==> src/logic/kicker_rom_pkg.sv <==
package kicker_rom_pkg;

    // SDRAM geometry
    localparam int sdram_aw = 22;    // Word address
    localparam int sdram_dw = 16;

    // Download port byte address
    localparam int ioctl_aw = 25;

    // Read slots: scroll, sprites, main CPU
    localparam int slot_count = 3;

    // Slot payloads
    typedef logic [31:0] word32_t;   // Two SDRAM words, first word in the low half
    typedef logic [7:0]  byte_t;

    // Where a download byte belongs
    typedef enum logic [1:0] {
        region_main = 2'd0,
        region_scr  = 2'd1,
        region_obj  = 2'd2,
        region_prom = 2'd3
    } region_t;

endpackage

==> src/logic/rom_dwnld_decode.sv <==
`timescale 1ns/1ps

module rom_dwnld_decode #(
    parameter logic [kicker_rom_pkg::ioctl_aw-1:0] scr_start  = 25'h10000,
    parameter logic [kicker_rom_pkg::ioctl_aw-1:0] obj_start  = 25'h14000,
    parameter logic [kicker_rom_pkg::ioctl_aw-1:0] prom_start = 25'h1C000
) (
    input  logic                                clk,
    input  logic                                reset,
    input  logic                                downloading,
    input  logic [kicker_rom_pkg::ioctl_aw-1:0] ioctl_addr,
    input  logic [7:0]                          ioctl_dout,
    input  logic                                ioctl_wr,
    input  logic                                sdram_ack,
    output logic [kicker_rom_pkg::sdram_aw-1:0] prog_addr,
    output logic [kicker_rom_pkg::sdram_dw-1:0] prog_data,
    output logic [1:0]                          prog_mask,    // Active low byte enables
    output logic                                prog_we,
    output logic                                prom_we
);
    import kicker_rom_pkg::*;

    region_t             region;
    logic                byte_wr;
    logic [ioctl_aw-2:0] word_addr;
    logic [ioctl_aw-2:0] swz_addr;
    logic [ioctl_aw-1:0] prom_offset;

    assign byte_wr     = ioctl_wr && downloading;
    assign word_addr   = ioctl_addr[ioctl_aw-1:1];
    assign prom_offset = ioctl_addr - prom_start;    // PROMs are byte wide

    always_comb begin
        if (ioctl_addr < scr_start)       region = region_main;
        else if (ioctl_addr < obj_start)  region = region_scr;
        else if (ioctl_addr < prom_start) region = region_obj;
        else                              region = region_prom;
    end

    // Reorder tile and sprite words so that a 32-bit fetch gets both halves of a row
    always_comb begin
        swz_addr = word_addr;
        case (region)
            region_scr: begin
                swz_addr[0]   = ~word_addr[3];
                swz_addr[3:1] = word_addr[2:0];
            end
            region_obj: begin
                swz_addr[0]   = ~word_addr[3];
                swz_addr[1]   = ~word_addr[4];
                swz_addr[5:2] = {word_addr[5], word_addr[2:0]};
            end
            default: ;    // Main and PROM addresses pass unchanged
        endcase
    end

    always_ff @(posedge clk) begin
        if (byte_wr) begin
            if (region == region_prom) prog_addr <= prom_offset[sdram_aw-1:0];
            else                       prog_addr <= swz_addr[sdram_aw-1:0];
            prog_data <= {2{ioctl_dout}};                 // Same byte on both lanes
            prog_mask <= ioctl_addr[0] ? 2'b01 : 2'b10;   // Odd bytes go to the upper lane
        end
    end

    always_ff @(posedge clk) begin
        if (reset) begin
            prog_we <= 1'b0;
            prom_we <= 1'b0;
        end else begin
            prom_we <= 1'b0;    // Single cycle strobe
            if (byte_wr) begin
                if (region == region_prom) prom_we <= 1'b1;
                else                       prog_we <= 1'b1;
            end else if (sdram_ack) begin
                prog_we <= 1'b0;
            end
        end
    end

endmodule

==> src/logic/rom_slot_buffer.sv <==
`timescale 1ns/1ps

module rom_slot_buffer #(
    parameter type data_t = kicker_rom_pkg::word32_t,
    parameter int  aw     = 14
) (
    input  logic                    clk,
    input  logic                    reset,
    input  logic                    cs,
    input  logic [aw-1:0]           addr,
    input  logic                    fill,
    input  kicker_rom_pkg::word32_t fill_data,
    output data_t                   data,
    output logic                    ok,
    output logic                    pend
);

    logic          valid;
    logic          hit;
    logic          stale;      // Address moved while the fetch was in flight
    logic          discard;
    logic [aw-1:0] req_addr;   // Address being fetched
    logic [aw-1:0] cached_addr;
    data_t         cached_data;
    data_t         fill_payload;

    assign hit     = valid && (addr == cached_addr);
    assign ok      = hit && cs;
    assign data    = cached_data;
    assign discard = stale || (addr != req_addr);

    // Byte slots pick their lane from the byte address, wide slots take the pair
    always_comb begin
        if ($bits(data_t) == 8)
            fill_payload = data_t'(req_addr[0] ? fill_data[15:8] : fill_data[7:0]);
        else
            fill_payload = data_t'(fill_data);
    end

    always_ff @(posedge clk) begin
        if (reset) begin
            valid <= 1'b0;
            pend  <= 1'b0;
            stale <= 1'b0;
        end else if (pend) begin
            if (fill) begin
                pend  <= 1'b0;
                stale <= 1'b0;
                if (!discard) valid <= 1'b1;
            end else if (addr != req_addr) begin
                stale <= 1'b1;
            end
        end else if (cs && !hit) begin
            pend <= 1'b1;    // Miss
        end
    end

    always_ff @(posedge clk) begin
        if (!pend && cs && !hit)
            req_addr <= addr;
        if (pend && fill && !discard) begin
            cached_addr <= req_addr;
            cached_data <= fill_payload;
        end
    end

endmodule

==> src/logic/rom_slot_arbiter.sv <==
`timescale 1ns/1ps

module rom_slot_arbiter #(
    parameter logic [kicker_rom_pkg::ioctl_aw-1:0] scr_start = 25'h10000,
    parameter logic [kicker_rom_pkg::ioctl_aw-1:0] obj_start = 25'h14000
) (
    input  logic                                  clk,
    input  logic                                  reset,
    input  logic                                  downloading,
    input  logic [kicker_rom_pkg::slot_count-1:0] pend,
    input  logic [13:0]                           scr_addr,
    input  logic [14:0]                           obj_addr,
    input  logic [15:0]                           main_addr,    // Byte address
    input  logic                                  sdram_ack,
    input  logic                                  data_dst,
    input  logic                                  data_rdy,
    input  logic [kicker_rom_pkg::sdram_dw-1:0]   data_read,
    output logic                                  sdram_req,
    output logic [kicker_rom_pkg::sdram_aw-1:0]   sdram_addr,
    output logic [kicker_rom_pkg::slot_count-1:0] fill,
    output kicker_rom_pkg::word32_t               fill_data
);
    import kicker_rom_pkg::*;

    localparam int sel_w = $clog2(slot_count);

    // Byte offsets turned into word offsets
    localparam logic [sdram_aw-1:0] scr_offset = scr_start[sdram_aw:1];
    localparam logic [sdram_aw-1:0] obj_offset = obj_start[sdram_aw:1];

    typedef enum logic [1:0] {
        st_idle,
        st_req,     // Waiting for sdram_ack
        st_data     // Waiting for the second word
    } state_t;

    state_t              state;
    logic [sel_w-1:0]    sel;
    logic [sel_w-1:0]    next_sel;
    logic [sdram_aw-1:0] slot_addr;
    logic [sdram_dw-1:0] low_word;

    // Lowest pending slot wins
    always_comb begin
        next_sel = '0;
        for (int i = slot_count - 1; i >= 0; i--) begin
            if (pend[i]) next_sel = sel_w'(i);
        end
    end

    // Wide slots take two words per entry
    always_comb begin
        case (next_sel)
            2'd0:    slot_addr = scr_offset + sdram_aw'({scr_addr, 1'b0});
            2'd1:    slot_addr = obj_offset + sdram_aw'({obj_addr, 1'b0});
            default: slot_addr = sdram_aw'(main_addr[15:1]);
        endcase
    end

    assign fill_data = {data_read, low_word};

    always_comb begin
        fill = '0;
        if (state == st_data && data_rdy) fill[sel] = 1'b1;
    end

    always_ff @(posedge clk) begin
        if (reset) begin
            state     <= st_idle;
            sdram_req <= 1'b0;
        end else begin
            case (state)
                st_idle: if (!downloading && |pend) begin
                    state     <= st_req;
                    sdram_req <= 1'b1;
                end
                st_req: if (sdram_ack) begin
                    state     <= st_data;
                    sdram_req <= 1'b0;
                end
                st_data: if (data_rdy) state <= st_idle;
                default: state <= st_idle;
            endcase
        end
    end

    always_ff @(posedge clk) begin
        if (state == st_idle) begin
            sel        <= next_sel;    // Frozen once the request goes out
            sdram_addr <= slot_addr;
        end
        if (data_dst && state != st_idle)
            low_word <= data_read;
    end

endmodule

==> src/logic/kicker_rom_top.sv <==
`timescale 1ns/1ps

module kicker_rom_top #(
    parameter logic [kicker_rom_pkg::ioctl_aw-1:0] scr_start  = 25'h10000,
    parameter logic [kicker_rom_pkg::ioctl_aw-1:0] obj_start  = 25'h14000,
    parameter logic [kicker_rom_pkg::ioctl_aw-1:0] prom_start = 25'h1C000
) (
    input  logic                                clk,
    input  logic                                reset,
    // ROM download
    input  logic                                downloading,
    input  logic [kicker_rom_pkg::ioctl_aw-1:0] ioctl_addr,
    input  logic [7:0]                          ioctl_dout,
    input  logic                                ioctl_wr,
    output logic [kicker_rom_pkg::sdram_aw-1:0] prog_addr,
    output logic [kicker_rom_pkg::sdram_dw-1:0] prog_data,
    output logic [1:0]                          prog_mask,
    output logic                                prog_we,
    output logic                                prom_we,
    // SDRAM read port
    output logic                                sdram_req,
    output logic [kicker_rom_pkg::sdram_aw-1:0] sdram_addr,
    input  logic                                sdram_ack,
    input  logic                                data_dst,
    input  logic                                data_rdy,
    input  logic [kicker_rom_pkg::sdram_dw-1:0] data_read,
    // Scroll tiles
    input  logic                                scr_cs,
    input  logic [13:0]                         scr_addr,
    output kicker_rom_pkg::word32_t             scr_data,
    output logic                                scr_ok,
    // Sprites
    input  logic                                obj_cs,
    input  logic [14:0]                         obj_addr,
    output kicker_rom_pkg::word32_t             obj_data,
    output logic                                obj_ok,
    // Main CPU
    input  logic                                main_cs,
    input  logic [15:0]                         main_addr,
    output kicker_rom_pkg::byte_t               main_data,
    output logic                                main_ok
);
    import kicker_rom_pkg::*;

    logic [slot_count-1:0] pend;
    logic [slot_count-1:0] fill;
    word32_t               fill_data;

    rom_dwnld_decode #(
        .scr_start  ( scr_start  ),
        .obj_start  ( obj_start  ),
        .prom_start ( prom_start )
    ) u_decode (
        .clk         ( clk         ),
        .reset       ( reset       ),
        .downloading ( downloading ),
        .ioctl_addr  ( ioctl_addr  ),
        .ioctl_dout  ( ioctl_dout  ),
        .ioctl_wr    ( ioctl_wr    ),
        .sdram_ack   ( sdram_ack   ),
        .prog_addr   ( prog_addr   ),
        .prog_data   ( prog_data   ),
        .prog_mask   ( prog_mask   ),
        .prog_we     ( prog_we     ),
        .prom_we     ( prom_we     )
    );

    rom_slot_buffer #(.data_t(word32_t), .aw(14)) u_scr (
        .clk(clk), .reset(reset), .cs(scr_cs), .addr(scr_addr), .fill(fill[0]),
        .fill_data(fill_data), .data(scr_data), .ok(scr_ok), .pend(pend[0])
    );

    rom_slot_buffer #(.data_t(word32_t), .aw(15)) u_obj (
        .clk(clk), .reset(reset), .cs(obj_cs), .addr(obj_addr), .fill(fill[1]),
        .fill_data(fill_data), .data(obj_data), .ok(obj_ok), .pend(pend[1])
    );

    rom_slot_buffer #(.data_t(byte_t), .aw(16)) u_main (
        .clk(clk), .reset(reset), .cs(main_cs), .addr(main_addr), .fill(fill[2]),
        .fill_data(fill_data), .data(main_data), .ok(main_ok), .pend(pend[2])
    );

    rom_slot_arbiter #(
        .scr_start ( scr_start ),
        .obj_start ( obj_start )
    ) u_arbiter (
        .clk         ( clk         ),
        .reset       ( reset       ),
        .downloading ( downloading ),
        .pend        ( pend        ),
        .scr_addr    ( scr_addr    ),
        .obj_addr    ( obj_addr    ),
        .main_addr   ( main_addr   ),
        .sdram_ack   ( sdram_ack   ),
        .data_dst    ( data_dst    ),
        .data_rdy    ( data_rdy    ),
        .data_read   ( data_read   ),
        .sdram_req   ( sdram_req   ),
        .sdram_addr  ( sdram_addr  ),
        .fill        ( fill        ),
        .fill_data   ( fill_data   )
    );

endmodule

==> config.mk <==
export PLATFORM = sky130hd
export DESIGN_NAME = kicker_rom_top
export DESIGN_NICKNAME = d
export VERILOG_FILES = /design/src/logic/kicker_rom_pkg.sv /design/src/logic/rom_dwnld_decode.sv /design/src/logic/rom_slot_buffer.sv /design/src/logic/rom_slot_arbiter.sv /design/src/logic/kicker_rom_top.sv
export SDC_FILE = /design/constraint.sdc
export NUM_CORES = 1
export LEC_CHECK = 0
export BUFFER_PORTS_ARGS = -buffer_cell sky130_fd_sc_hd__buf_2
export CAP_MARGIN = 20
export CORE_ASPECT_RATIO = 1.2
export CORE_MARGIN = 8
export CORE_UTILIZATION = 53
export CTS_CLUSTER_SIZE = 8
export DETAILED_ROUTE_END_ITERATION = 8
export GPL_ROUTABILITY_DRIVEN = 0
export PLACE_DENSITY = 0.8
export SYNTH_ARGS = -nofsm -noshare
export SYNTH_HDL_FRONTEND = slang
export SYNTH_SLANG_ARGS = --single-unit
==> constraint.sdc <==
create_clock -name clk -period 3.9 [get_ports clk]
set_input_delay 0.39 -clock clk [delete_from_list [all_inputs] [get_ports clk]]
set_output_delay 0.39 -clock clk [all_outputs]
set_load 0.1 [all_outputs]
Word-level counts from Yosys, hierarchy flattened
Index checks and enable logic that the tools add are counted.
{"block": "word_totals", "in_bits": 104, "elab_cells": 156, "out_inout_bits": 140, "regBits": 256}
{"block": "classes", "n_mux": 40, "bitwise": 6, "n_addsub": 3, "eq_ne": 16, "n_reduce_logical": 58, "magnitude_cmp": 5}
{"op": "$lt A25 B17 Y1 const B", "n": 3}
{"op": "$pmux W22 S2", "n": 1}
{"op": "$logic_and A1 B1 Y1", "n": 26}
{"op": "$mux W1", "n": 23}
{"op": "$mux W22", "n": 1}
{"op": "$sub A22 B17 Y22 const B", "n": 1}
{"op": "$mux W2", "n": 9}
{"op": "$add A16 B15 Y17 const A", "n": 1}
{"op": "$add A16 B16 Y17 const A", "n": 1}
{"op": "$eq A16 B16 Y1", "n": 1}
{"op": "$ne A16 B16 Y1", "n": 1}
{"op": "$eq A15 B15 Y1", "n": 1}
{"op": "$ne A15 B15 Y1", "n": 1}
{"op": "$reduce_and A3 Y1", "n": 5}
{"op": "$eq A14 B14 Y1", "n": 1}
{"op": "$ne A14 B14 Y1", "n": 1}
{"op": "$reduce_bool A2 Y1", "n": 6}
{"op": "$logic_not A1 Y1", "n": 10}
{"op": "$mux W8", "n": 1}
{"op": "$pmux W4 S2", "n": 1}
{"op": "$reduce_and A2 Y1", "n": 4}
{"op": "$eq A2 B1 Y1 const B", "n": 3}
{"op": "$eq A2 B2 Y1 const B", "n": 3}
{"op": "$ne A2 B2 Y1 const B", "n": 3}
{"op": "12 further kinds", "n": 20}

Longest topological paths before layout
{"block": "logic_depth", "ltp_word": 7, "mapped_depth": 9, "ltp_nobuf": 9}

By module
From an unflattened synthesis, not the netlist that was laid out.
{"block": "unflattened", "hier_cells": 634, "hier_area_um2": 9929.5}
{"module": "rom_slot_buffer (u_obj)", "seq_area_each_um2": 1921.8, "cells_per_inst": 122, "instances": 1, "area_each_um2": 2378.5}
{"module": "rom_slot_buffer (u_scr)", "seq_area_each_um2": 1861.8, "cells_per_inst": 119, "instances": 1, "area_each_um2": 2296.0}
{"module": "rom_slot_buffer (u_main)", "seq_area_each_um2": 1261.2, "cells_per_inst": 122, "instances": 1, "area_each_um2": 1866.8}
{"module": "rom_slot_arbiter", "seq_area_each_um2": 1111.1, "cells_per_inst": 148, "instances": 1, "area_each_um2": 1736.7}
{"module": "rom_dwnld_decode", "seq_area_each_um2": 1001.0, "cells_per_inst": 123, "instances": 1, "area_each_um2": 1651.6}

Worst setup path after synthesis
OpenSTA, ideal clock, no wires.
{"block": "synth_path", "path_type": "input to output", "startpoint": "input port main_addr[14]", "endpoint": "output port main_ok", "n_path_buf": 0, "t_arrival_ns": 3.823, "cell_stages": 4, "path_slack_ns": -0.313, "t_required_ns": 3.510, "cell_sequence": "xor2_1 > nor4_1 > nand2_1 > nor4_1"}
{"block": "synth_between", "elab_chain_len": 3}
{"element": "start: declaration", "line_no": "kicker_rom_top.sv:39", "rtl": "input logic [15:0] main_addr,"}
{"element": "$eq A16 B16 Y1", "line_no": "rom_slot_buffer.sv:27", "rtl": "assign hit = valid && (addr == cached_addr);"}
{"element": "$logic_and A1 B1 Y1", "line_no": "rom_slot_buffer.sv:27"}
{"element": "$logic_and A1 B1 Y1", "line_no": "rom_slot_buffer.sv:28", "rtl": "assign ok = hit && cs;"}
{"element": "end: declaration", "line_no": "kicker_rom_top.sv:41", "rtl": "output logic main_ok"}
Every way passes these cells.

Final worst setup path
{"block": "layout_path", "startpoint": "register u_obj.cached_addr[11]", "endpoint": "output port obj_ok"}
{"block": "layout_between", "elab_chain_len": 3}
{"element": "start: declaration", "line_no": "rom_slot_buffer.sv:23", "rtl": "logic [aw-1:0] cached_addr;"}
{"element": "start signal: assignment", "line_no": "rom_slot_buffer.sv:62", "rtl": "cached_addr <= req_addr;"}
{"element": "$eq A15 B15 Y1", "line_no": "rom_slot_buffer.sv:27"}
{"element": "$logic_and A1 B1 Y1", "line_no": "rom_slot_buffer.sv:27"}
{"element": "$logic_and A1 B1 Y1", "line_no": "rom_slot_buffer.sv:28"}
{"element": "end: declaration", "line_no": "kicker_rom_top.sv:36", "rtl": "output logic obj_ok,"}
Every way passes these cells.

==> results_dict.tcl <==
set metrics [dict create \
    outcome "complete, no violations" \
    synthFlopType "edfxtp_1" \
    startpoint_type_of_the_worst_setup_path "flop" \
    setup_total_negative_slack_ns 0 \
    critical_path_class "flop to primary output" \
    timing.critical_path.arrival_ns 2.37 \
    grt-ovfl-total 0 \
    timing.final.max_slew_violations 0 \
    synth_top_cells_by_area "edfxtp_1 72%, xor2_1 5.1%, xnor2_1 3.7%" \
    power.ir.vdd_worst_v 0.000465 \
    timing.fmax_mhz 362 \
    ctsLongestPathBuffers 3 \
    pin_count 244 \
    final_util 0.672 \
    clock_latency_ns 0.51 \
    route.final.wire_length_um 23300 \
    number_of_detailed_routing_iterations_run_before_antenna_repair 5 \
    num-nets-final 957 \
    regArea_sq_um 7160 \
    post_cts.repair.setup_buffers 0 \
    post_synth_cell_types 46 \
    power_density_nw_per_um2 549 \
    leakage_nw 4.61 \
    ant_nets 0 \
    fp.coreArea_sq_um 18000 \
    synth_top_cell_by_area "edfxtp_1" \
    cts-resized-gates 0 \
    cts_hold_buf 0 \
    first_global_vias 6280 \
    synth_async_sr_flop_share 0 \
    final-setup-viol-count 0 \
    fin_ws_ns 1.14 \
    drv_cap 0 \
    layout-area-overhead-vs-synth_pct 26.0 \
    crit_buf_inv 1 \
    final.min_clock_period_ns 2.76 \
    hpwl_um 16800 \
    finalClockSkew_ns 0.0175 \
    gr-usage-all-layers 0.203 \
    routed-via-count 5885 \
    routed_wire_length_per_instance_um 21.3 \
    rsz0062_at_grt "no" \
    drc 0 \
    row_count 54 \
    die_w_um 139 \
    synth_register_bits 243 \
    largest_net_degree_at_the_start_of_global_routing 48 \
    list_of_cells_traversed_by_the_critical_path "xnor2_1 > nand4_1 > nor4_1 > and2_1 > buf_2" \
    path_clk_slew_ns 0.05 \
    clock_tree.root_cell "clkbuf_16" \
    critical_path.max_stage_delay_ns 0.55 \
    synth_top_area_frac 0.717 \
    timing.critical_path.to_type "primary output" \
    number_of_sinks_driven_by_the_clock_tree 243 \
    preCtsSetupSlack_ns 1.23 \
    maxSlewHeadroom 0.421 \
    grt_antenna_before_repair 4 \
    portbufs 238 \
    timing.final.hold_violations 0 \
    tritoncts "done" \
    synth_area_per_cell_sq_um 16.4 \
    h-tree-depth 2 \
    synth_edf_count 229 \
    max_slew.worst_pin.slew_ns 0.869 \
    post_route_cells_drive_above_1_share 0.372 \
    cts-buffers-inserted 36 \
    hold_path.class "input port to flop" \
    worstPathRequired_ns 3.51 \
    route.detailed.vias_per_inst 5.38 \
    yosys_warnings 0 \
    die_height_um 163 \
    die_area_sq_um 22700 \
    critPathMaxFanout 3 \
    min_period_over_period 0.709 \
    drt_iter0_drcs 271 \
    finish.cell_count_without_fillers 1094 \
    post-place-cells 1033 \
    cpLargestDelayFamily "simple AND/OR/NAND/NOR gates" \
    postSynthCellCount 584 \
    portion_of_the_post_synthesis_area_used_by_sequential_elements 0.747 \
    multi_input_area_sq_um 2280 \
    cpMaxStageDelayCell "nor4_1" \
    synth.cell_area_sq_um 9590 \
    floorplan.initialDensity 0.533 \
    grt_first_pass_wirelength_um 35400 \
    layout.filler_cells 1210 \
]
==> area by class of cell <==
| cell class | instances | share of cell area |
|---|---|---|
| Tap cell | 224 | 0.0232 |
| Sequential cell | 243 | 0.592 |
| Multi-Input combinational cell | 310 | 0.189 |
| Clock inverter | 4 | 0.00456 |
| Clock buffer | 54 | 0.0802 |
| Inverter | 8 | 0.00249 |
| Antenna cell | 2 | 0.000414 |
| Timing Repair Buffer | 249 | 0.108 |
==> stage by stage <==
step / total power, mW / hold WS (ns) / instance area [sq um]
final: 6.63 / 0.0683 / 12100
after global placement: 3.89 / 0.442 / 11000
after floorplan: 3.69 / 0.432 / 9610
after CTS: 6.68 / 0.0523 / 12100
after global routing: 6.84 / 0.0533 / 12100
after detailed placement: 3.91 / 0.453 / 11000
==> path summary, 6_finish.rpt <==
path | from | endpoint | slack (ns) | depth (start not counted)
max reg2reg | u_scr.req_addr[10]$_DFFE_PP_ | u_scr.data[17]$_DFFE_PP_ | 1.49 | 5
min | ioctl_dout[1] | u_decode.prog_data[9]$_DFFE_PP_ | 0.07 | 1
max | u_obj.cached_addr[11]$_DFFE_PP_ | obj_ok | 1.14 | 5
min reg2reg | u_arbiter.sdram_req$_SDFFE_PP0P_ | u_arbiter.sdram_req$_SDFFE_PP0P_ | 0.46 | 2
==> state kept, by name, indices dropped and copies added, names as in the netlist, 14 cells and up <==
signal,flops
u_arbiter.low_word,16
u_arbiter.sdram_addr,17
u_decode.prog_addr,22
u_main.cached_addr,16
u_main.req_addr,16
u_obj.cached_addr,15
u_obj.data,32
u_obj.req_addr,15
u_scr.cached_addr,14
u_scr.data,32
u_scr.req_addr,14
==> metal layers <==
layer	routed length, um	GRT usage	part of all wire	vias up
met2	11800	0.355	0.51	284
met3	2390	0.0769	0.10	50
met5	20	0	0.00086	-
met4	714	0.0910	0.031	4
met1	8320	0.218	0.36	2845
li1	-	-	-	2702
==> cell families (layout without fill, tap and decap cells) <==
group / count (synthesis) / in the layout / synth area share
other: 1 / 7 / 0.000391
flip-flops: 243 / 243 / 0.747
buffers and inverters: 35 / 315 / 0.0211
multiplexers: 34 / 34 / 0.0380
AND/OR/NAND/NOR: 115 / 115 / 0.0638
AO/OA/AOI/OAI: 54 / 54 / 0.0349
XOR/XNOR: 97 / 97 / 0.0886
adder cells (fa/ha/maj): 5 / 5 / 0.00653
==> power breakdown <==
group / total (mW) / internal (mW) / switching, mW
registers: 3.03 / 2.98 / 0.0554
logic: 0.835 / 0.171 / 0.664
clock network: 2.76 / 1.71 / 1.06
==> synthesized netlist by cell type, types with 2 or more instances <==
| cell | number |
|---|---|
| buf_2 | 6 |
| clkbuf_1 | 6 |
| nor3b_1 | 3 |
| o21ai_1 | 11 |
| nand2_1 | 31 |
| inv_1 | 7 |
| xor2_1 | 56 |
| a211oi_1 | 2 |
| buf_6 | 2 |
| nor2_1 | 20 |
| o21ai_0 | 9 |
| edfxtp_1 | 229 |
| nand4_1 | 12 |
| nor2b_1 | 5 |
| a31oi_1 | 3 |
| xnor2_1 | 41 |
| nor3_1 | 6 |
| buf_4 | 13 |
| ha_1 | 5 |
| nand2b_1 | 6 |
| a21o_1 | 3 |
| and2_1 | 3 |
| mux2i_1 | 15 |
| mux2_2 | 19 |
| dfxtp_1 | 14 |
| o31ai_1 | 3 |
| a21oi_1 | 17 |
| nand3_1 | 5 |
| nor4_1 | 15 |
==> cells in the final DEF (no fill, tap or decap), drive strengths merged, types with 2 or more instances in the layout <==
cell type	instances
nand4	12
o31ai	3
a211oi	2
clkbuf	54
diode	2
and2	3
conb	5
nor3b	4
nor2	20
nand2b	6
nand3	5
ha	5
dfxtp	14
mux2i	15
a21o	3
o41ai	2
nor2b	5
a21oi	17
a31oi	3
o21ai	20
xor2	56
nor4	16
edfxtp	229
inv	10
nor3	6
buf	249
mux2	19
xnor2	41
nand2	31
Power figures use the tool's default switching activity.
